===== config.mk =====
export PLATFORM = sky130hd
export DESIGN_NAME = block_ram
export DESIGN_NICKNAME = d
export VERILOG_FILES = /design/src/design/idct_pkg.sv /design/src/design/block_ram.sv
export VERILOG_INCLUDE_DIRS = /design/src /design/src/design
export SDC_FILE = /design/constraint.sdc
export NUM_CORES = 2
export LEC_CHECK = 0
export ABC_CLOCK_PERIOD_IN_PS = 3100
export BUFFER_PORTS_ARGS = -buffer_cell sky130_fd_sc_hd__buf_2
export CORE_ASPECT_RATIO = 0.6
export CORE_MARGIN = 2
export CORE_UTILIZATION = 45
export CTS_CLUSTER_SIZE = 20
export DETAILED_ROUTE_END_ITERATION = 6
export PLACE_DENSITY = 0.68
export SLEW_MARGIN = 25
export SYNTH_ARGS = -nofsm -noshare
export SYNTH_HDL_FRONTEND = slang
export SYNTH_SLANG_ARGS = --single-unit

===== constraint.sdc =====
create_clock -name Clock -period 3.1 [get_ports Clock]
set_input_delay 0.31 -clock Clock [delete_from_list [all_inputs] [get_ports Clock]]
set_output_delay 0.31 -clock Clock [all_outputs]
set_load 0.05 [all_outputs]

===== src/design/idct_defines.svh =====
// IDCT engine constants
`ifndef IDCT_DEFINES_SVH
`define IDCT_DEFINES_SVH

// SRAM geometry
`define SRAM_ADDR_W 18

// coefficient region, one 16-bit signed value per word
`define COEF_BASE 76800
`define COEF_STRIDE 320

// pixel region, two pixels per word
`define PIX_STRIDE 160

// block geometry
`define BLOCK_N 8
`define BLOCK_COLS 40
`define BLOCK_ROWS 30

// fixed point, cosine table is scaled by 2^12
`define C_SCALE_BITS 12
`define PASS1_SHIFT 8
`define PASS2_SHIFT 16

`endif


===== src/design/idct_pkg.sv =====
// IDCT shared types
`include "idct_defines.svh"

package idct_pkg;

	typedef logic [`SRAM_ADDR_W-1:0] sram_addr_t;
	typedef logic [15:0] sram_data_t;
	typedef logic signed [15:0] coef_t;
	typedef logic signed [31:0] tval_t;
	typedef logic [7:0] pixel_t;
	typedef logic [5:0] ram_addr_t;
	typedef logic [5:0] blk_col_t;
	typedef logic [4:0] blk_row_t;

	typedef struct packed {
		logic cyc;
		logic stb;
		logic we;
		sram_addr_t adr;
		sram_data_t dat_w;
	} wb_m2s_t;

	typedef struct packed {
		logic ack;
		sram_data_t dat_r;
	} wb_s2m_t;

	typedef struct packed {
		logic valid;
		pixel_t pixel;
	} pix_stream_t;

	typedef enum logic [1:0] {F_IDLE, F_READ, F_GAP, F_WAIT} fetch_state_t;
	typedef enum logic [1:0] {E_IDLE, E_PASS1, E_PASS2} engine_state_t;
	typedef enum logic {W_COLLECT, W_WRITE} writer_state_t;

	// C[u][x] at index {u, x}
	localparam logic signed [15:0] c_table [64] = '{
		16'sd1448, 16'sd1448, 16'sd1448, 16'sd1448, 16'sd1448, 16'sd1448, 16'sd1448, 16'sd1448,
		16'sd2009, 16'sd1703, 16'sd1138, 16'sd400, -16'sd400, -16'sd1138, -16'sd1703, -16'sd2009,
		16'sd1892, 16'sd784, -16'sd784, -16'sd1892, -16'sd1892, -16'sd784, 16'sd784, 16'sd1892,
		16'sd1703, -16'sd400, -16'sd2009, -16'sd1138, 16'sd1138, 16'sd2009, 16'sd400, -16'sd1703,
		16'sd1448, -16'sd1448, -16'sd1448, 16'sd1448, 16'sd1448, -16'sd1448, -16'sd1448, 16'sd1448,
		16'sd1138, -16'sd2009, 16'sd400, 16'sd1703, -16'sd1703, -16'sd400, 16'sd2009, -16'sd1138,
		16'sd784, -16'sd1892, 16'sd1892, -16'sd784, -16'sd784, 16'sd1892, -16'sd1892, 16'sd784,
		16'sd400, -16'sd1138, 16'sd1703, -16'sd2009, 16'sd2009, -16'sd1703, 16'sd1138, -16'sd400
	};

endpackage


===== src/design/block_ram.sv =====
// Dual-port block RAM
module block_ram #(
	parameter int DATA_W = 16
) (
	input  logic                Clock,
	input  idct_pkg::ram_addr_t addr_a_i,
	input  idct_pkg::ram_addr_t addr_b_i,
	input  logic [DATA_W-1:0]   wdata_a_i,
	input  logic [DATA_W-1:0]   wdata_b_i,
	input  logic                we_a_i,
	input  logic                we_b_i,
	output logic [DATA_W-1:0]   rdata_a_o,
	output logic [DATA_W-1:0]   rdata_b_o
);

	logic [DATA_W-1:0] mem [64];

	// reads return the old word on a same-cycle write
	always_ff @(posedge Clock) begin
		if (we_a_i) begin
			mem[addr_a_i] <= wdata_a_i;
		end
		if (we_b_i) begin
			mem[addr_b_i] <= wdata_b_i;
		end
		rdata_a_o <= mem[addr_a_i];
		rdata_b_o <= mem[addr_b_i];
	end

endmodule


==> qor.txt <==
Synthesis-to-finish area growth: 17.3%
Comb pwr share: 0.158
Max IR drop VDD: 0.468 mV
# hold bufs at CTS: 0
Synth Area in XOR/XNOR: 0
HPWL Detailed: 209000 um
Synthesized area: 60800 um^2
Reg2reg start: mem[25][13]$_DFFE_PP_
Largest family of logic cells by synthesized area: multiplexers
Mapped Cells: 4880
Vias in the first global route: 48200
Ys flop type: edfxtp_1
Post_cts resized: 0
CTS tree: done
H-tree levels: 3
Instance count on the critical path: 6
Drt via density: 7.68
Worst path cell trace: a221oi_1 -> nor2_1 -> o21ai_1 -> buf_4 -> nand2_1 -> or4_1
Gr usage total: 0.432
Setup Fix Bufs, Post-CTS: 0
Yosys reg bits: 1056
CP max stage delay: 0.72 ns
Total Wirelength: 309000 um
Max frequency: 327 MHz
Power Density: 499 nW/um^2
Post-synthesis compound-gate area fraction: 0.165
Required time worst endpoint: 3.68 ns
Synth Net Count: 4927
Core Footprint: 134000 um^2
Failing checks: design-rule violations
Hold Crit Depth: 2
Fin crit period: 3.06 ns
Average wire per standard cell: 44.2 um
Largest net degree at the start of global routing: 65
Crit-path leading delay family: compound AO/OA/AOI/OAI gates
Ys async rst share: 0
Register area share after synthesis: 0.516
Distinct cells, synth: 61
1st-iter DRT viols: 11800
Cell row count: 104
Die H: 289 um
First-pass GRT wire length: 415000 um
Uppermost layer routed: met5
Number of synthesized flops with an enable pin: 1024
Worst hold path type: primary input to register
Vias: 53600
Final setup vio count: 0
IO Count: 79
Flop-to-flop setup slack: 0.04 ns
Total internal power: 0.0254 W
MaxCap Viol Count: 0
Clk_skew: 0.0303 ns
Met1 WL: 114000 um
HP Start: wdata_b_i[2]
Hold EP: mem[6][2]$_DFFE_PP_
Final-report max-slew violation count: 0
Mux contribution to synthesized area: 0.230
Worst r2r dst: rdata_a_o[13]$_DFF_P_
CTS Buf Count: 105
CTS Buffer Depth: 3
Clock-pin slew on the worst setup and hold paths: 0.07 ns
Crit path launch type: register
Global route overflow: 0
Placed inst area: 67700 um^2
Crit-path slowest cell: a221oi_1
Pre-Repair DR Iteration Count: 7
Met2 WL: 115000 um
Crit path DAT: 3.64 ns
Switching share of power: 0.285
Mean Syn Cell Area: 12.5 um^2
Synth Area in Adders: 0
Clock latency on the worst-skew pair: 0.76 ns
CP Class: register to register
Nets: 5118
Power share of the sequential group: 0.454
Psw: 0.0102 W
Worst path bufs/invs: 1
Slew headroom: 0.183
Crit path capture type: register
Design area: 71300 um^2
RePlAce Congestion: 1.12
Synth Warn #: 0
Synth Area in Simple Gates: 0.0428
Antenna violations before repair: 30
Pre-CTS setup slack: -0.427 ns
CP max FO: 2
Clock network power share: 0.387
Initial Util: 0.454
Final Hold Vio Count: 0
Port bufs: 78
Met3 routed WL: 62200 um
DRC: 26
Worst Reg-to-Reg Cells: 6
Die area: 138000 um^2
Ratio of cells with drive above 1 in the final layout: 0.410
Status: finished, violations left
Clk root buf: clkbuf_16
Final ANT Viol Nets: 0
Lkg Pwr: 23.9 nW
Clk sink count: 1056
RSZ-0062 raised after global routing: false
Final WS setup: 0.0435 ns
Final period utilization: 0.986
Worst-Margin Slew: 1.23 ns
Die width: 478 um
[worst max path at each step]
stage                               start                    end
finish              mem[25][13]$_DFFE_PP_  rdata_a_o[13]$_DFF_P_
global route         mem[16][5]$_DFFE_PP_   rdata_a_o[5]$_DFF_P_
CTS                 mem[25][13]$_DFFE_PP_  rdata_a_o[13]$_DFF_P_
detailed placement            addr_b_i[2]   rdata_b_o[9]$_DFF_P_
global placement              addr_b_i[2]   rdata_b_o[3]$_DFF_P_
floorplan                     addr_a_i[3]    mem[9][0]$_DFFE_PP_
[stage by stage]
step / std cells / TNS (ns) / hold WS [ns] / total power [W] / util
after floorplan: 4880 / 0 / 0.573 / 0.0191 / -
after detailed placement: 6766 / -1.20 / 0.736 / 0.0217 / 0.505
after CTS: 6964 / 0 / 0.208 / 0.0351 / 0.531
after global routing: 6966 / 0 / 0.234 / 0.0360 / 0.532
final: 6978 / 0 / 0.270 / 0.0356 / 0.532
after global placement: 6763 / -4.26 / 0.719 / 0.0216 / 0.505
[cell families (layout without fill, tap and decap cells)]
kind of cell	after synthesis	in the layout
compound gates	1363	1363
other cells	0	14
buf+inv	645	927
flops	1056	1056
mux	1242	1242
simple gates	574	574
[synth_stat cells, types with 5 or more instances]
cell | count | share of area
a22oi_1 | 249 | 0.031
nor2_2 | 19 | 0.0020
or4b_1 | 5 | 0.00082
a221oi_2 | 8 | 0.0020
nor4_1 | 12 | 0.0012
mux2_4 | 8 | 0.0020
mux2_1 | 10 | 0.0019
nand4_1 | 6 | 0.00062
nand2b_1 | 6 | 0.00062
nor2b_1 | 13 | 0.0013
clkbuf_1 | 387 | 0.024
o2111ai_1 | 17 | 0.0024
buf_4 | 16 | 0.0020
edfxtp_1 | 1024 | 0.51
mux2_2 | 1076 | 0.20
a21oi_1 | 152 | 0.013
o221ai_1 | 8 | 0.0012
a22o_1 | 48 | 0.0069
dfxtp_1 | 32 | 0.011
buf_2 | 140 | 0.012
a31oi_1 | 9 | 0.00093
buf_6 | 18 | 0.0033
o21ai_1 | 18 | 0.0015
o211a_1 | 6 | 0.00099
a211oi_1 | 8 | 0.00099
mux4_2 | 12 | 0.0044
or4_1 | 16 | 0.0020
buf_1 | 78 | 0.0048
a221oi_1 | 470 | 0.068
mux2i_1 | 136 | 0.022
o211ai_1 | 19 | 0.0023
and2_1 | 9 | 0.00093
a41oi_1 | 17 | 0.0024
a221o_1 | 22 | 0.0036
o22ai_1 | 74 | 0.0076
a222oi_1 | 9 | 0.0015
o21ai_0 | 216 | 0.018
nor3_1 | 19 | 0.0016
nor2_1 | 284 | 0.018
nand2_1 | 131 | 0.0081
nand3_1 | 23 | 0.0019
o21a_1 | 8 | 0.00099
[worst reg2reg max path: stages, from the launching register on]
cell and delay [ns]:
edfxtp_1 0.54, a221oi_1 0.72, nor2_1 0.18, o21ai_1 0.50
buf_4 0.25, nand2_1 0.09, or4_1 0.60
[area by class of cell]
cell class,count,area [um^2]
diodes,14,35.0
clock buffers,130,2880
clock inverters,68,678
fillers,11400,62700
inverters,6,26.3
multi-input cells,3179,27100
flip-flops and latches,1056,31400
well taps,1802,2250
repair buffers,723,6940
[routing by layer]
layer	vias to the layer above	global-route usage
met5	-	0.0247
met4	42	0.172
met3	1003	0.242
met2	5753	0.556
met1	26700	0.588
li1	20000	-
[cells in the final DEF (no fill, tap or decap), types with 12 or more instances in the layout]
cell / instances
a22oi_1: 249
clkinv_2: 23
o22ai_1: 42
or4_1: 16
edfxtp_1: 1024
mux2i_1: 136
mux4_2: 12
a22o_1: 48
nand3_1: 23
a221oi_1: 469
dfxtp_1: 32
nor2_1: 278
clkbuf_1: 15
nand2_1: 131
o21ai_0: 183
a21oi_1: 152
nor3_1: 17
mux2_2: 1076
o21ai_1: 27
clkinv_1: 18
a221o_1: 22
nor2_2: 19
o22ai_2: 32
bufinv_16: 12
clkbuf_16: 110
o211ai_1: 19
a41oi_1: 17
o21ai_2: 23
o2111ai_1: 17
diode_2: 14
buf_4: 520
buf_2: 67
buf_12: 132
[flip-flops by register name (all words and copies together) (netlist names)]
register	flops
mem	1024
rdata_a_o	16
rdata_b_o	16
[power by group through the flow]
stage | clock (W) | sequential [W] | combinational (W)
2_1_floorplan | 0 | 0.0166 | 0.00251
3_3_place_gp | 0 | 0.0165 | 0.00517
3_5_place_dp | 0 | 0.0164 | 0.00524
4_1_cts | 0.0137 | 0.0161 | 0.00526
5_1_grt | 0.0142 | 0.0162 | 0.00560
6_report | 0.0138 | 0.0162 | 0.00564
(Power assumes the default switching activity.)
