--- src/design/idct_defines.svh ---
// IDCT engine constants
`ifndef IDCT_DEFINES_SVH
`define IDCT_DEFINES_SVH

// SRAM geometry
`define SRAM_ADDR_W 18

// coefficient region, one 16-bit signed value per word
`define COEF_BASE 76800
`define COEF_STRIDE 320

// pixel region, two pixels per word
`define PIX_STRIDE 160

// block geometry
`define BLOCK_N 8
`define BLOCK_COLS 40
`define BLOCK_ROWS 30

// fixed point, cosine table is scaled by 2^12
`define C_SCALE_BITS 12
`define PASS1_SHIFT 8
`define PASS2_SHIFT 16

`endif

--- src/design/idct_pkg.sv ---
// IDCT shared types
`include "idct_defines.svh"

package idct_pkg;

	typedef logic [`SRAM_ADDR_W-1:0] sram_addr_t;
	typedef logic [15:0] sram_data_t;
	typedef logic signed [15:0] coef_t;
	typedef logic signed [31:0] tval_t;
	typedef logic [7:0] pixel_t;
	typedef logic [5:0] ram_addr_t;
	typedef logic [5:0] blk_col_t;
	typedef logic [4:0] blk_row_t;

	typedef struct packed {
		logic cyc;
		logic stb;
		logic we;
		sram_addr_t adr;
		sram_data_t dat_w;
	} wb_m2s_t;

	typedef struct packed {
		logic ack;
		sram_data_t dat_r;
	} wb_s2m_t;

	typedef struct packed {
		logic valid;
		pixel_t pixel;
	} pix_stream_t;

	typedef enum logic [1:0] {F_IDLE, F_READ, F_GAP, F_WAIT} fetch_state_t;
	typedef enum logic [1:0] {E_IDLE, E_PASS1, E_PASS2} engine_state_t;
	typedef enum logic {W_COLLECT, W_WRITE} writer_state_t;

	// C[u][x] at index {u, x}
	localparam logic signed [15:0] c_table [64] = '{
		16'sd1448, 16'sd1448, 16'sd1448, 16'sd1448, 16'sd1448, 16'sd1448, 16'sd1448, 16'sd1448,
		16'sd2009, 16'sd1703, 16'sd1138, 16'sd400, -16'sd400, -16'sd1138, -16'sd1703, -16'sd2009,
		16'sd1892, 16'sd784, -16'sd784, -16'sd1892, -16'sd1892, -16'sd784, 16'sd784, 16'sd1892,
		16'sd1703, -16'sd400, -16'sd2009, -16'sd1138, 16'sd1138, 16'sd2009, 16'sd400, -16'sd1703,
		16'sd1448, -16'sd1448, -16'sd1448, 16'sd1448, 16'sd1448, -16'sd1448, -16'sd1448, 16'sd1448,
		16'sd1138, -16'sd2009, 16'sd400, 16'sd1703, -16'sd1703, -16'sd400, 16'sd2009, -16'sd1138,
		16'sd784, -16'sd1892, 16'sd1892, -16'sd784, -16'sd784, 16'sd1892, -16'sd1892, 16'sd784,
		16'sd400, -16'sd1138, 16'sd1703, -16'sd2009, 16'sd2009, -16'sd1703, 16'sd1138, -16'sd400
	};

endpackage

--- src/design/block_ram.sv ---
// Dual-port block RAM
module block_ram #(
	parameter int DATA_W = 16
) (
	input  logic                Clock,
	input  idct_pkg::ram_addr_t addr_a_i,
	input  idct_pkg::ram_addr_t addr_b_i,
	input  logic [DATA_W-1:0]   wdata_a_i,
	input  logic [DATA_W-1:0]   wdata_b_i,
	input  logic                we_a_i,
	input  logic                we_b_i,
	output logic [DATA_W-1:0]   rdata_a_o,
	output logic [DATA_W-1:0]   rdata_b_o
);

	logic [DATA_W-1:0] mem [64];

	// reads return the old word on a same-cycle write
	always_ff @(posedge Clock) begin
		if (we_a_i) begin
			mem[addr_a_i] <= wdata_a_i;
		end
		if (we_b_i) begin
			mem[addr_b_i] <= wdata_b_i;
		end
		rdata_a_o <= mem[addr_a_i];
		rdata_b_o <= mem[addr_b_i];
	end

endmodule

--- src/design/idct_matrix_engine.sv ---
// Two-pass IDCT matrix engine
`include "idct_defines.svh"

module idct_matrix_engine (
	input  logic                  Clock,
	input  logic                  Resetn,
	input  logic                  start_i,
	output idct_pkg::ram_addr_t   coef_addr_a_o,
	output idct_pkg::ram_addr_t   coef_addr_b_o,
	input  idct_pkg::coef_t       coef_data_a_i,
	input  idct_pkg::coef_t       coef_data_b_i,
	output idct_pkg::pix_stream_t pix_o,
	input  logic                  pix_ready_i
);
	import idct_pkg::*;

	engine_state_t state_q;
	logic [2:0] ph_q;
	logic [2:0] r_q;
	logic [2:0] c_q;
	logic [2:0] k_issue;
	logic [2:0] k_data;
	logic pass1;
	logic last_ph;
	logic can_load;
	logic advance;
	logic load_out;
	ram_addr_t t_addr_a;
	ram_addr_t t_addr_b;
	ram_addr_t cidx_a;
	ram_addr_t cidx_b;
	tval_t t_rdata_a;
	tval_t t_rdata_b;
	tval_t op_a;
	tval_t op_b;
	tval_t prod_sum;
	tval_t result;
	tval_t scaled;
	tval_t acc_q;
	pixel_t clip_pix;
	logic pix_valid_q;
	pixel_t pix_data_q;

	// ph 0..3 issue k = 0,2,4,6; ph 1..4 see the data one cycle later
	assign k_issue = (ph_q == 3'd4) ? 3'd6 : {ph_q[1:0], 1'b0};
	assign k_data = {ph_q[1:0] - 2'd1, 1'b0};
	assign pass1 = (state_q == E_PASS1);
	assign last_ph = (ph_q == 3'd4);

	assign coef_addr_a_o = {r_q, k_issue};
	assign coef_addr_b_o = {r_q, k_issue[2:1], 1'b1};

	// T is written row-major in pass 1 and read down column c in pass 2
	assign t_addr_a = pass1 ? {r_q, c_q} : {k_issue, c_q};
	assign t_addr_b = {k_issue[2:1], 1'b1, c_q};

	block_ram #(.DATA_W($bits(tval_t))) t_ram (
		.Clock     (Clock),
		.addr_a_i  (t_addr_a),
		.addr_b_i  (t_addr_b),
		.wdata_a_i (result >>> `PASS1_SHIFT),
		.wdata_b_i ('0),
		.we_a_i    (pass1 && last_ph),
		.we_b_i    (1'b0),
		.rdata_a_o (t_rdata_a),
		.rdata_b_o (t_rdata_b)
	);

	always_comb begin
		if (state_q == E_PASS2) begin
			op_a = t_rdata_a;
			op_b = t_rdata_b;
			cidx_a = {k_data, r_q};
			cidx_b = {k_data[2:1], 1'b1, r_q};
		end else begin
			op_a = tval_t'(coef_data_a_i);
			op_b = tval_t'(coef_data_b_i);
			cidx_a = {k_data, c_q};
			cidx_b = {k_data[2:1], 1'b1, c_q};
		end
	end

	assign prod_sum = op_a * tval_t'(c_table[cidx_a]) + op_b * tval_t'(c_table[cidx_b]);
	assign result = acc_q + prod_sum;
	assign scaled = result >>> `PASS2_SHIFT;

	always_comb begin
		if (scaled < 0) begin
			clip_pix = 8'd0;
		end else if (scaled > 255) begin
			clip_pix = 8'd255;
		end else begin
			clip_pix = scaled[7:0];
		end
	end

	// pass 2 waits in ph 4 while the output register is still full
	assign can_load = !pix_valid_q || pix_ready_i;
	assign advance = (state_q != E_IDLE) && !((state_q == E_PASS2) && last_ph && !can_load);
	assign load_out = (state_q == E_PASS2) && last_ph && can_load;

	always_ff @(posedge Clock or negedge Resetn) begin
		if (!Resetn) begin
			state_q <= E_IDLE;
			ph_q <= '0;
			r_q <= '0;
			c_q <= '0;
		end else if (state_q == E_IDLE) begin
			if (start_i) begin
				state_q <= E_PASS1;
				ph_q <= '0;
				r_q <= '0;
				c_q <= '0;
			end
		end else if (advance) begin
			if (last_ph) begin
				ph_q <= '0;
				{r_q, c_q} <= {r_q, c_q} + 6'd1;
				if ({r_q, c_q} == 6'd63) begin
					state_q <= pass1 ? E_PASS2 : E_IDLE;
				end
			end else begin
				ph_q <= ph_q + 3'd1;
			end
		end
	end

	always_ff @(posedge Clock) begin
		if (ph_q == 3'd1) begin
			acc_q <= prod_sum;
		end else if (advance && !last_ph) begin
			acc_q <= result;
		end
	end

	always_ff @(posedge Clock or negedge Resetn) begin
		if (!Resetn) begin
			pix_valid_q <= 1'b0;
		end else if (load_out) begin
			pix_valid_q <= 1'b1;
		end else if (pix_ready_i) begin
			pix_valid_q <= 1'b0;
		end
	end

	always_ff @(posedge Clock) begin
		if (load_out) begin
			pix_data_q <= clip_pix;
		end
	end

	assign pix_o = '{valid: pix_valid_q, pixel: pix_data_q};

endmodule

--- config.mk ---
export PLATFORM = sky130hd
export DESIGN_NAME = idct_matrix_engine
export DESIGN_NICKNAME = d
export VERILOG_FILES = /design/src/design/idct_pkg.sv /design/src/design/block_ram.sv /design/src/design/idct_matrix_engine.sv
export VERILOG_INCLUDE_DIRS = /design/src /design/src/design
export SDC_FILE = /design/constraint.sdc
export NUM_CORES = 2
export LEC_CHECK = 0
export ABC_AREA = 1
export ABC_CLOCK_PERIOD_IN_PS = 11900
export CORE_ASPECT_RATIO = 0.75
export CORE_UTILIZATION = 40
export DETAILED_ROUTE_END_ITERATION = 6
export DONT_BUFFER_PORTS = 1
export SETUP_SLACK_MARGIN = 0.05
export SYNTH_ARGS = -nofsm -noshare
export SYNTH_HDL_FRONTEND = slang
export SYNTH_SLANG_ARGS = --single-unit
--- constraint.sdc ---
create_clock -name Clock -period 11.9 [get_ports Clock]
set_input_delay 2.975 -clock Clock [delete_from_list [all_inputs] [get_ports Clock]]
set_output_delay 2.975 -clock Clock [all_outputs]
set_load 0.03 [all_outputs]
==> results.md <==
## Synthesis
- number of enable flip-flop cells after synthesis: 1576
- post-synthesis sequential area ratio: 57.9%
- Net Count, Synth: 7525
- register bit total from synthesis: 1636
- mean instance size in the synthesized netlist: 12.6 um2
- number of standard cells after synthesis: 6675
- post-synthesis compound-gate area fraction: 8.55%
- synth unique cells: 58
- combinational family with the most area after synthesis: adder cells
- Post-Synth Adder-Cell Area: 17.4%
- multiplexer area fraction after synthesis: 0%
- most used flip-flop cell after synthesis: sky130_fd_sc_hd__edfxtp_1
- fraction of synthesized cell area in xor and xnor cells: 0.731%
- Post-Synthesis Cell Area: 83900 um2
- ys async rst share: 0.733%
- basic-gate share of the synthesized area counting and, or, nand and nor cells: 9.66%
- number of synthesis warnings: 0

## Run
- max-capacitance violation count: 0

## Timing
- worst max-slew margin expressed relative to the limit: 22.2%
- number of hold violations in the final report: 0
- Fmax achieved: 86.7 MHz
- clock period minus final worst setup slack: 11540 ps
- final number of max-transition violations: 0
- RSZ-0062 raised after global routing: no
- actual slew at the worst max-slew pin: 1160 ps
- worst clock skew: 52.8 ps
- final cycle utilization of the critical path: 96.9%
- final setup violation count: 0

## Routing
- via density per instance: 5.60
- number of search-and-repair iterations in the first detailed-routing pass: 7
- count of routing violations after the opening detailed-route iteration: 7164
- routed wirelength normalized by instance count: 27.4 um
- via count: 56.1k
- routed wire length: 275000 um
- post-detailed-route DRC marker count: 1
- antenna viol nets, final: 0

## Die
- number of rows created at floorplan: 145
- starting density of the core: 40.3%
- die area: 212000 um2
- die extent in y: 399 um
- number of placed I/O pins: 57
- Horiz. Die Dim: 531 um
- Core Box Area: 208000 um2

## Clock network
- clock input transition at the sequential cells of the worst setup and hold paths: 70 ps
- worst skew pair latency: 790 ps
- CTS tree: done
- clock tree root driver cell: sky130_fd_sc_hd__clkbuf_16
- H-tree depth reported by CTS: 4
- TritonCTS Buffers: 145
- total number of clock tree sinks: 1636
- maximum clock path buffer count: 3

## Worst setup path
- slowest stage cell on the critical path: sky130_fd_sc_hd__fa_1
- data required time at the worst endpoint: 12390 ps
- critical path fanouts, max: 40
- critical path endpoint category: flip-flop
- crit path launch type: input pin
- delay contributed by the slowest stage of the critical path: 590 ps
- data arrival at the endpoint of the critical path: 12030 ps
- category of the most critical setup path: in2reg

## Outcome
- result of the run: finished with violations
- violated checks: DRC

## Global routing
- initial antenna violation count: 20
- first-pass GRT wire length: 391000 um
- via count of the first global-routing pass: 54.0k
- combined global-route utilization of all metal layers: 25.9%
- total gr overflow: 0
- maximum number of pins on one net before global-route repair: 110

## Final layout
- Non-Filler Instances: 10.0k
- Post-layout nets: 7972
- commonest non-fill, non-tap cells in the layout: 1576 x sky130_fd_sc_hd__edfxtp_1, 1103 x sky130_fd_sc_hd__nand2_1, 936 x sky130_fd_sc_hd__inv_1
- number of filler cells placed in the layout: 18.7k
- most common library cell in the layout ignoring fill and taps: sky130_fd_sc_hd__edfxtp_1
- synthesis-to-finish area growth: 14.9%
- fraction of layout instances using a drive strength above 1: 13.5%

## Placement
- Port Buffer Count: 0
- Post-Place Cells: 9755
- GPL Wtd Cong: 0.981
- post-detailed-placement half-perimeter wirelength: 193000 um

## Min path
- Hold Path Class: reg2reg

## metrics by stage
stage | cell area (um2) | utilization, % | setup slack (ps) | hold WS, ps | TNS [ps]
after floorplan | 84000 | - | 86.4 | 497 | 0
after global placement | 91600 | 44.0 | -729 | 529 | -89320
after detailed placement | 91600 | 44.0 | -804 | 531 | -155160
after CTS | 96100 | 46.1 | 140 | 550 | 0
after global routing | 96400 | 46.3 | 41.2 | 601 | 0
final | 96400 | 46.3 | 364 | 553 | 0
## timing repair
| action | 4_1_cts | 5_1_grt |
|---|---|---|
| hold buffers | 0 | 0 |
| gates resized for setup | 2 | 42 |
| pin swaps | 0 | 1 |
| setup endpoints to repair | 72 | 567 |
| setup buffers | 0 | 12 |
## critical path: cells and delay by family
family / cells / cell delay [ps]
AO/OA/AOI/OAI: 3 / 890
XOR/XNOR: 1 / 250
buffers and inverters: 12 / 1520
AND/OR/NAND/NOR: 12 / 1540
adder cells (fa/ha/maj): 10 / 4800
## sequential cells by signal (all words and copies together), names as in the netlist
register / flops
t_ram.mem: 1536
t_ram.rdata_a_o: 24
t_ram.rdata_b_o: 24
acc_q: 32
c_q: 3
state_q: 2
ph_q: 3
pix_data_q: 8
pix_valid_q: 1
r_q: 3
## cell families after synthesis
family | after synthesis
flip-flops | 1636
other | 2
XOR/XNOR | 70
AND/OR/NAND/NOR | 1930
buffers and inverters | 1250
adder cells (fa/ha/maj) | 814
AO/OA/AOI/OAI | 973
## final cells by class
cell class / count / area, um2 / share of cell area, %
sequential: 1636 / 48600 / 50.4
multi-input combinational: 3789 / 31200 / 32.3
timing repair buffer: 577 / 4910 / 5.09
clock buffer: 182 / 3850 / 4.00
inverter: 973 / 3690 / 3.83
tap: 2793 / 3490 / 3.63
clock inverter: 77 / 667 / 0.692
antenna: 2 / 5.00 / 0.00519
## final timing paths
| kind | cells after the start | slack (ps) | start | to |
|---|---|---|---|---|
| setup / recovery | 38 | 360 | coef_data_b_i[15] | t_ram.mem[22][30]$_DFFE_PP_ |
| hold / removal | 2 | 550 | state_q[0]$_DFFE_PN0P_ | state_q[0]$_DFFE_PN0P_ |
| setup reg to reg | 45 | 520 | c_q[0]$_DFFE_PN0P_ | t_ram.mem[22][30]$_DFFE_PP_ |
| hold reg to reg | 2 | 550 | state_q[0]$_DFFE_PN0P_ | state_q[0]$_DFFE_PN0P_ |
| max in group asynchronous | 0 | 9950 | Resetn | ph_q[2]$_DFFE_PN0P_ |
| min in group asynchronous | 0 | 1870 | Resetn | r_q[0]$_DFFE_PN0P_ |
## Yosys cell counts, types with 13 or more instances
library cell,count,area (um2)
sky130_fd_sc_hd__a21o_1,13,97.6
sky130_fd_sc_hd__a21oi_1,121,606
sky130_fd_sc_hd__a221oi_1,211,1850
sky130_fd_sc_hd__a22o_1,179,1570
sky130_fd_sc_hd__a22oi_1,215,1610
sky130_fd_sc_hd__buf_1,58,218
sky130_fd_sc_hd__clkbuf_1,194,728
sky130_fd_sc_hd__clkinv_1,13,48.8
sky130_fd_sc_hd__dfxtp_1,48,961
sky130_fd_sc_hd__edfxtp_1,1576,47300
sky130_fd_sc_hd__fa_1,593,11900
sky130_fd_sc_hd__ha_1,221,2770
sky130_fd_sc_hd__inv_1,949,3560
sky130_fd_sc_hd__nand2_1,1108,4160
sky130_fd_sc_hd__nand2_2,20,125
sky130_fd_sc_hd__nand3_1,110,551
sky130_fd_sc_hd__nand4_1,195,1220
sky130_fd_sc_hd__nor2_1,445,1670
sky130_fd_sc_hd__nor3_1,14,70.1
sky130_fd_sc_hd__o211ai_1,24,180
sky130_fd_sc_hd__o21ai_0,108,541
sky130_fd_sc_hd__o21ai_1,21,105
sky130_fd_sc_hd__o22ai_1,25,156
sky130_fd_sc_hd__xnor2_1,25,219
sky130_fd_sc_hd__xor2_1,45,394
## routing by layer
| layer | GRT usage [%] | up-vias | share of wire (%) |
|---|---|---|---|
| li1 | - | 24100 | - |
| met5 | 0 | - | 0.031 |
| met3 | 7.66 | 376 | 12 |
| met2 | 34.9 | 2965 | 40 |
| met1 | 40.2 | 28700 | 45 |
| met4 | 6.70 | 14 | 2.6 |
Power is left out: the tool's default activity adds up to more than one toggle a clock period on the data nets, which glitch-free logic cannot reach.
