===== src/design/idct_defines.svh =====
// IDCT engine constants
`ifndef IDCT_DEFINES_SVH
`define IDCT_DEFINES_SVH

// SRAM geometry
`define SRAM_ADDR_W 18

// coefficient region, one 16-bit signed value per word
`define COEF_BASE 76800
`define COEF_STRIDE 320

// pixel region, two pixels per word
`define PIX_STRIDE 160

// block geometry
`define BLOCK_N 8
`define BLOCK_COLS 40
`define BLOCK_ROWS 30

// fixed point, cosine table is scaled by 2^12
`define C_SCALE_BITS 12
`define PASS1_SHIFT 8
`define PASS2_SHIFT 16

`endif


===== src/design/idct_pkg.sv =====
// IDCT shared types
`include "idct_defines.svh"

package idct_pkg;

	typedef logic [`SRAM_ADDR_W-1:0] sram_addr_t;
	typedef logic [15:0] sram_data_t;
	typedef logic signed [15:0] coef_t;
	typedef logic signed [31:0] tval_t;
	typedef logic [7:0] pixel_t;
	typedef logic [5:0] ram_addr_t;
	typedef logic [5:0] blk_col_t;
	typedef logic [4:0] blk_row_t;

	typedef struct packed {
		logic cyc;
		logic stb;
		logic we;
		sram_addr_t adr;
		sram_data_t dat_w;
	} wb_m2s_t;

	typedef struct packed {
		logic ack;
		sram_data_t dat_r;
	} wb_s2m_t;

	typedef struct packed {
		logic valid;
		pixel_t pixel;
	} pix_stream_t;

	typedef enum logic [1:0] {F_IDLE, F_READ, F_GAP, F_WAIT} fetch_state_t;
	typedef enum logic [1:0] {E_IDLE, E_PASS1, E_PASS2} engine_state_t;
	typedef enum logic {W_COLLECT, W_WRITE} writer_state_t;

	// C[u][x] at index {u, x}
	localparam logic signed [15:0] c_table [64] = '{
		16'sd1448, 16'sd1448, 16'sd1448, 16'sd1448, 16'sd1448, 16'sd1448, 16'sd1448, 16'sd1448,
		16'sd2009, 16'sd1703, 16'sd1138, 16'sd400, -16'sd400, -16'sd1138, -16'sd1703, -16'sd2009,
		16'sd1892, 16'sd784, -16'sd784, -16'sd1892, -16'sd1892, -16'sd784, 16'sd784, 16'sd1892,
		16'sd1703, -16'sd400, -16'sd2009, -16'sd1138, 16'sd1138, 16'sd2009, 16'sd400, -16'sd1703,
		16'sd1448, -16'sd1448, -16'sd1448, 16'sd1448, 16'sd1448, -16'sd1448, -16'sd1448, 16'sd1448,
		16'sd1138, -16'sd2009, 16'sd400, 16'sd1703, -16'sd1703, -16'sd400, 16'sd2009, -16'sd1138,
		16'sd784, -16'sd1892, 16'sd1892, -16'sd784, -16'sd784, 16'sd1892, -16'sd1892, 16'sd784,
		16'sd400, -16'sd1138, 16'sd1703, -16'sd2009, 16'sd2009, -16'sd1703, 16'sd1138, -16'sd400
	};

endpackage


===== src/design/block_fetch.sv =====
// Coefficient block fetch
`include "idct_defines.svh"

module block_fetch (
	input  logic                Clock,
	input  logic                Resetn,
	input  logic                start_i,
	input  idct_pkg::blk_col_t  blk_col_i,
	input  idct_pkg::blk_row_t  blk_row_i,
	input  logic                block_done_i,
	output idct_pkg::wb_m2s_t   wb_o,
	input  idct_pkg::wb_s2m_t   wb_i,
	output idct_pkg::ram_addr_t ram_addr_o,
	output idct_pkg::coef_t     ram_data_o,
	output logic                ram_we_o,
	output logic                fetch_done_o,
	output logic                busy_o
);
	import idct_pkg::*;

	fetch_state_t state_q;
	ram_addr_t idx_q;
	logic fetch_done_q;
	logic acked;
	sram_addr_t row_w;
	sram_addr_t col_w;

	// {blk, r} is blk*8 + r
	assign row_w = sram_addr_t'({blk_row_i, idx_q[5:3]});
	assign col_w = sram_addr_t'({blk_col_i, idx_q[2:0]});

	always_comb begin
		wb_o.cyc = (state_q == F_READ) || (state_q == F_GAP);
		wb_o.stb = (state_q == F_READ);
		wb_o.we = 1'b0;
		wb_o.adr = sram_addr_t'(`COEF_BASE) + row_w * sram_addr_t'(`COEF_STRIDE) + col_w;
		wb_o.dat_w = '0;
	end

	assign acked = (state_q == F_READ) && wb_i.ack;

	// each acked word goes straight into the RAM
	assign ram_we_o = acked;
	assign ram_addr_o = idx_q;
	assign ram_data_o = coef_t'(wb_i.dat_r);

	assign busy_o = (state_q != F_IDLE) && !block_done_i;
	assign fetch_done_o = fetch_done_q;

	always_ff @(posedge Clock or negedge Resetn) begin
		if (!Resetn) begin
			state_q <= F_IDLE;
			idx_q <= '0;
			fetch_done_q <= 1'b0;
		end else begin
			fetch_done_q <= acked && (idx_q == 6'd63);
			case (state_q)
				F_IDLE: begin
					if (start_i) begin
						idx_q <= '0;
						state_q <= F_READ;
					end
				end
				F_READ: begin
					if (wb_i.ack) begin
						idx_q <= idx_q + 6'd1;
						state_q <= (idx_q == 6'd63) ? F_WAIT : F_GAP;
					end
				end
				F_GAP: begin
					state_q <= F_READ;
				end
				F_WAIT: begin
					// a new start may come in the cycle busy drops
					if (block_done_i) begin
						idx_q <= '0;
						state_q <= start_i ? F_READ : F_IDLE;
					end
				end
				default: state_q <= F_IDLE;
			endcase
		end
	end

endmodule


===== config.mk =====
export PLATFORM = sky130hd
export DESIGN_NAME = block_fetch
export DESIGN_NICKNAME = d
export VERILOG_FILES = /design/src/design/idct_pkg.sv /design/src/design/block_fetch.sv
export VERILOG_INCLUDE_DIRS = /design/src /design/src/design
export SDC_FILE = /design/constraint.sdc
export NUM_CORES = 1
export LEC_CHECK = 0
export BUFFER_PORTS_ARGS = -buffer_cell sky130_fd_sc_hd__buf_2
export CORE_MARGIN = 1
export CORE_UTILIZATION = 48
export CTS_BUF_LIST = sky130_fd_sc_hd__clkbuf_4
export DETAILED_ROUTE_END_ITERATION = 8
export PLACE_DENSITY = 0.87
export SLEW_MARGIN = 40
export SYNTH_ARGS = -nofsm -noshare
export SYNTH_HDL_FRONTEND = slang
export SYNTH_SLANG_ARGS = --single-unit

===== constraint.sdc =====
create_clock -name Clock -period 3.65 [get_ports Clock]
set_input_delay 0.1825 -clock Clock [delete_from_list [all_inputs] [get_ports Clock]]
set_output_delay 0.1825 -clock Clock [all_outputs]
set_load 0.005 [all_outputs]

==> results_dict.tcl, run 1 <==
set metrics [dict create \
    finish.utilization_pct 52.9 \
    cp_data_required_time_ns 3.47 \
    setup_viol 0 \
    die_area_mm2 0.00332 \
    yosys.area.top_type "buf_4" \
    irDropWorstVdd_v 0.000339 \
    core-area_mm2 0.00285 \
    rows 19 \
    path_depth 9 \
    drt.antenna.violating_nets 0 \
    max_cap_violations 0 \
    combPwrFrac_pct 59.5 \
    area.growth.synth_to_final_pct 1.60 \
    first_pass_iters 6 \
    cts-resized-gates 0 \
    syn_avg_cell_area_um2 8.16 \
    synth_top_area_share_pct 19.7 \
    io_buffers 38 \
    failed_checks "design-rule violations" \
    synth_cell_type_count 39 \
    io-pin-count 94 \
    cp_slowest_cell "a311oi_1" \
    die_w_um 57.6 \
    grt_usage_pct 14.9 \
    drt_wl_total_mm 2.54 \
    rr_worst_depth 7 \
    worstSetupEndpointType "output pin" \
    layoutNonFillerInstCount 230 \
    dp_hpwl_mm 2.06 \
    cts_max_level 1 \
    yosys_register_bits 9 \
    critical_path.max_stage_delay_ns 0.46 \
    cts_sinks 9 \
    hold_depth 2 \
    ys.flop_type "dfrtp_1" \
    cts_tree "built" \
    netSwitchingFraction_pct 42.1 \
    fin_skew_ns 0.00106 \
    clock_tree.root_cell "clkbuf_4" \
    synth_edf_count 0 \
    finalHoldViolCount 0 \
    drive_gt1_share_pct 24.1 \
    n_antenna_cell 0 \
    critPathKind "reg -> out" \
    synth_area_leaders "buf_4 (20%), ha_1 (17%), dfrtp_1 (15%), o21ai_0 (5.1%), nand2_1 (3.3%)" \
    crit_top_cell "ha_1" \
    cts-buffers-inserted 3 \
    cp.arrival_ns 2.94 \
    crit_buf_inv 2 \
    die_y_um 57.6 \
    power.net_switching_w 0.000240 \
    start_kind "flop" \
    p_int_w 0.000330 \
    seq_power_share_pct 26.0 \
    critical_path.cell_chain "ha_1, ha_1, inv_1, fa_1, xor2_1, a311oi_1, a2bb2oi_1, xnor3_1, buf_2" \
    clk_pin_slew_ns 0.05 \
    yosys_warnings 0 \
    timing.final.max_slew_violations 0 \
    drc 6 \
    powerDensity_mw_per_mm2 377 \
    insertion_delay_ns 0.26 \
    start_util_pct 52.1 \
    max_freq_mhz 320 \
    rsz0062_at_grt "false" \
    vias 1187 \
    grt_max_degree 13 \
    outcome "complete, but fails checks" \
    wire_per_inst_um 11.1 \
    hp-class "in -> reg" \
    gp_congestion 0.840 \
    syn-instance-count 182 \
    critPathTopFamily "adder cells" \
    antenna_found_initial 0 \
    grt_pass1_vias 950 \
    p_leak_nw 0.810 \
    post-route-period-util_pct 85.6 \
    setup_tns_ns 0 \
    netlist_area_mm2 0.00149 \
    clock_power_share_pct 14.5 \
    cts_buffer_depth 2 \
    grt_pass1_wl_mm 3.91 \
    min_period_ns 3.12 \
    yosysSeqAreaShare_pct 15.2 \
    grt_overflow 0 \
    dp_cells 225 \
    nets 254 \
    async_flop_share_pct 100 \
    cp_max_fo 7 \
    initialDrtViolationCount 53 \
    avgViaCountPerCell 5.16 \
]
sequential cells by signal, summed over array words and instances, names as in the netlist:
| signal | count |
|---|---|
| ram_addr_o | 6 |
| fetch_done_o | 1 |
| state_q | 2 |
cells by family (layout without fill, tap and decap cells):
logic type                 Yosys count  after routing  share of synthesized area (%)
buffers and inverters               54             55                           23.6
and+or+nand+nor                     45             45                           16.8
AOI/OAI and AO/OA                   42             42                           18.3
adders and majority gates           22             22                           19.5
DFF                                  9              9                           15.2
xor gates and xnor gates             8              8                           5.64
other                                1             17                          0.252
muxes                                1              1                          0.674
layout by cell type, fill, tap and decap left out, types with 4 or more instances in the layout:
master    synthesis  routed
buf_2             1      38
ha_1             20      20
conb_1            1      17
o21ai_0          15      15
nand2_1          13      13
inv_1            12      12
a21oi_1           9       9
dfrtp_1           9       9
nor2b_1           7       7
nor2_1            4       4
xnor2_1           4       4
nand3_1           4       4
clkbuf_4          0       4
repair_timing:
item,4_1_cts,5_1_grt
hold endpoints to repair,9,0
hold buffers,1,0
buffers inserted,0,0
worst paths after layout:
check | start | to | slack, ns
min in group asynchronous | Resetn | ram_addr_o[5] | 0.30
max in group asynchronous | Resetn | state_q[1] | 3.17
hold / removal | wb_i[16] | fetch_done_o | 0.21
setup / recovery | ram_addr_o[4] | wb_o[31] | 0.53
hold reg to reg | ram_addr_o[1] | ram_addr_o[1] | 0.55
setup reg to reg | state_q[1] | ram_addr_o[5] | 1.30
area by class of cell:
| type | count | area, um^2 |
|---|---|---|
| fill | 275 | 1340 |
| clock buffer | 4 | 30.0 |
| tap | 31 | 38.8 |
| multi-input combinational | 135 | 970 |
| timing repair buffer | 39 | 200 |
| inverter | 12 | 45.0 |
| sequential | 9 | 225 |
metal layers:
layer  vias up  part of all wire (%)  wire [um]  global-route usage, %
met5         -                     0          0                      0
met4         0                     0          0                   3.48
met3         0                   6.8        174                   4.24
met2        44                    47       1190                   24.9
met1       533                    46       1180                   19.2
li1        610                     -          -                      -
synthesized netlist by cell type, drive strengths merged (3+ instances only):
cell type   n
buf        40
ha         20
o21ai      15
nand2      13
inv        12
nor2b      10
a21oi       9
dfrtp       9
nand3       4
nor2        4
xnor2       4
nor3        3
o21a        3
xor2        3
per-stage QoR:
step	hold WS, ns	setup WS, ns	power, W	area [um^2]
after CTS	0.195	0.503	0.000577	1510
after global routing	0.212	0.325	0.000623	1510
after detailed placement	0.0436	0.802	0.000490	1470
after global placement	0.0418	0.966	0.000482	1470
final	0.211	0.526	0.000570	1510
after floorplan	-0.113	1.14	0.000426	1550
power groups by stage:
stage | combinational (W) | sequential, W | clock, W
after floorplan | 0.000279 | 0.000147 | 0
after global placement | 0.000333 | 0.000149 | 0
after detailed placement | 0.000339 | 0.000151 | 0
after CTS | 0.000341 | 0.000149 | 0.0000871
after global routing | 0.000379 | 0.000154 | 0.0000896
final | 0.000339 | 0.000148 | 0.0000825
Note: power is estimated with default switching activity, not from simulation.
==> run 2: changes to the inputs <==
- RECOVER_POWER: default -> 50
==> run 2 against run 1 <==
The flow still finishes with violations (design-rule violations); fmax about the same; via count unchanged; clock-buffer cell count unchanged; critical path depth unchanged; cell area about the same; critical endpoint unchanged; highest routed layer unchanged.
==> results_dict.tcl, run 2 (same netlist as run 1, synthesis figures left out) <==
set metrics [dict create \
    rr_worst_depth 7 \
    hold_ws_ns 0.211 \
    rsz0062_at_grt "false" \
    clock_power_share_pct 14.5 \
    timing.rr.end "ram_addr_o[5]" \
    cp.arrival_ns 2.94 \
    finish.utilization_pct 52.9 \
    avgViaCountPerCell 5.16 \
    critPathTopFamily "adder cells" \
    netSwitchingFraction_pct 42.1 \
    outcome "complete, but fails checks" \
    n_fill_cell 276 \
    min_period_ns 3.12 \
    place_ws_ns 0.802 \
    cp_data_required_time_ns 3.47 \
    timing.final.max_slew_violations 0 \
    crit_buf_inv 2 \
    critical_path.max_stage_delay_ns 0.46 \
    crit_start "ram_addr_o[4]" \
    area.growth.synth_to_final_pct 1.52 \
    drive_gt1_share_pct 23.6 \
    irDropWorstVdd_v 0.000339 \
    layoutNonFillerInstCount 230 \
    grt_max_degree 13 \
    finalHoldViolCount 0 \
    drc 6 \
    critPathKind "reg -> out" \
    crit_top_cell "ha_1" \
    post-route-period-util_pct 85.6 \
    powerDensity_mw_per_mm2 378 \
    cp_max_fo 7 \
    clk_pin_slew_ns 0.05 \
    initialDrtViolationCount 53 \
    max_freq_mhz 320 \
    grt_overflow 0 \
    wire_per_inst_um 11.1 \
    cts_tree "built" \
    reg2reg_from "state_q[1]" \
    power.net_switching_w 0.000240 \
    hp-class "in -> reg" \
    layout_commonest_cell "buf_2" \
    die_w_um 57.6 \
    combPwrFrac_pct 59.5 \
    p_int_w 0.000330 \
    path_depth 9 \
    clock_tree.root_cell "clkbuf_4" \
    io_buffers 38 \
    setup_viol 0 \
    seq_power_share_pct 26.0 \
    grt_usage_pct 14.9 \
    cts_sinks 9 \
    cts-resized-gates 0 \
    cp_slowest_cell "a311oi_1" \
    p_leak_nw 0.807 \
    io-pin-count 94 \
    n_antenna_cell 0 \
    dp_hpwl_mm 2.06 \
    antenna_found_initial 0 \
    cp-endpoint "wb_o[31]" \
    cts_max_level 1 \
    core-area_mm2 0.00285 \
    vias 1187 \
    insertion_delay_ns 0.26 \
    drt.antenna.violating_nets 0 \
    drt_wl_total_mm 2.54 \
    cts_buffer_depth 2 \
    grt_pass1_wl_mm 3.91 \
    cts_setup_buffers 0 \
    worstSetupEndpointType "output pin" \
    critical_path.cell_chain "ha_1, ha_1, inv_1, fa_1, xor2_1, a311oi_1, a2bb2oi_1, xnor3_1, buf_2" \
    start_kind "flop" \
    start_util_pct 52.1 \
    setup_tns_ns 0 \
    fin_skew_ns 0.00105 \
    die_area_mm2 0.00332 \
    gp_congestion 0.840 \
    failed_checks "design-rule violations" \
    reg2reg_slack_ns 1.30 \
    largest_register_ffs 6 \
    worst_slack_ns 0.526 \
    grt_pass1_vias 950 \
    cts-buffers-inserted 3 \
    nets 254 \
    dp_cells 225 \
    layout_common_cells "buf_2 (37), ha_1 (20), conb_1 (17)" \
    die_y_um 57.6 \
    rows 19 \
    first_pass_iters 6 \
    max_cap_violations 0 \
]
==> run 2: cell types whose count changed in the layout (fill, tap and decap cells not counted) <==
cell      change
buf_2         -1
clkbuf_1      +1
==> run 2: cell type report <==
| class | count | area (um^2) | share of cell area, % |
|---|---|---|---|
| Clock buffer | 4 | 30.0 | 1.99 |
| Tap cell | 31 | 38.8 | 2.57 |
| Multi-Input combinational cell | 135 | 970 | 64.3 |
| Sequential cell | 9 | 225 | 14.9 |
| Timing Repair Buffer | 39 | 199 | 13.2 |
| Inverter | 12 | 45.0 | 2.99 |
==> run 2: metal layers <==
| metal | GRT usage, % | wire [um] | up-vias |
|---|---|---|---|
| met5 | 0 | 0 | - |
| li1 | - | - | 610 |
| met1 | 19.2 | 1180 | 533 |
| met2 | 24.9 | 1190 | 44 |
| met4 | 3.48 | 0 | 0 |
| met3 | 4.24 | 174 | 0 |
==> run 2: worst min-delay path by stage <==
| stage | start | endpoint | slack, ns | cells after the start |
|---|---|---|---|---|
| 6_report | wb_i[16] | fetch_done_o | 0.21 | 2 |
| 3_5_place_dp | Resetn | fetch_done_o | 0.04 | 1 |
| 3_3_place_gp | Resetn | state_q[1] | 0.04 | 1 |
| 4_1_cts | wb_i[16] | fetch_done_o | 0.19 | 2 |
| 5_1_grt | wb_i[16] | fetch_done_o | 0.21 | 2 |
| 2_1_floorplan | Resetn | fetch_done_o | -0.11 | 0 |
==> run 2: power by group through the flow <==
stage	logic [W]	registers, W	clock network [W]
after floorplan	0.000279	0.000147	0
after global placement	0.000333	0.000149	0
after detailed placement	0.000339	0.000151	0
after CTS	0.000341	0.000149	0.0000871
after global routing	0.000379	0.000154	0.0000896
final	0.000339	0.000148	0.0000825
==> run 2: what timing repair did <==
action | in CTS | in global routing
hold endpoints to repair | 9 | 0
setup endpoints to repair | 0 | 0
hold buffers | 1 | 0
==> run 2: metrics by stage <==
step / instance area (um^2) / power (W)
6_report: 1510 / 0.000569
5_1_grt: 1510 / 0.000623
3_5_place_dp: 1470 / 0.000490
3_3_place_gp: 1470 / 0.000482
2_1_floorplan: 1550 / 0.000426
4_1_cts: 1510 / 0.000577
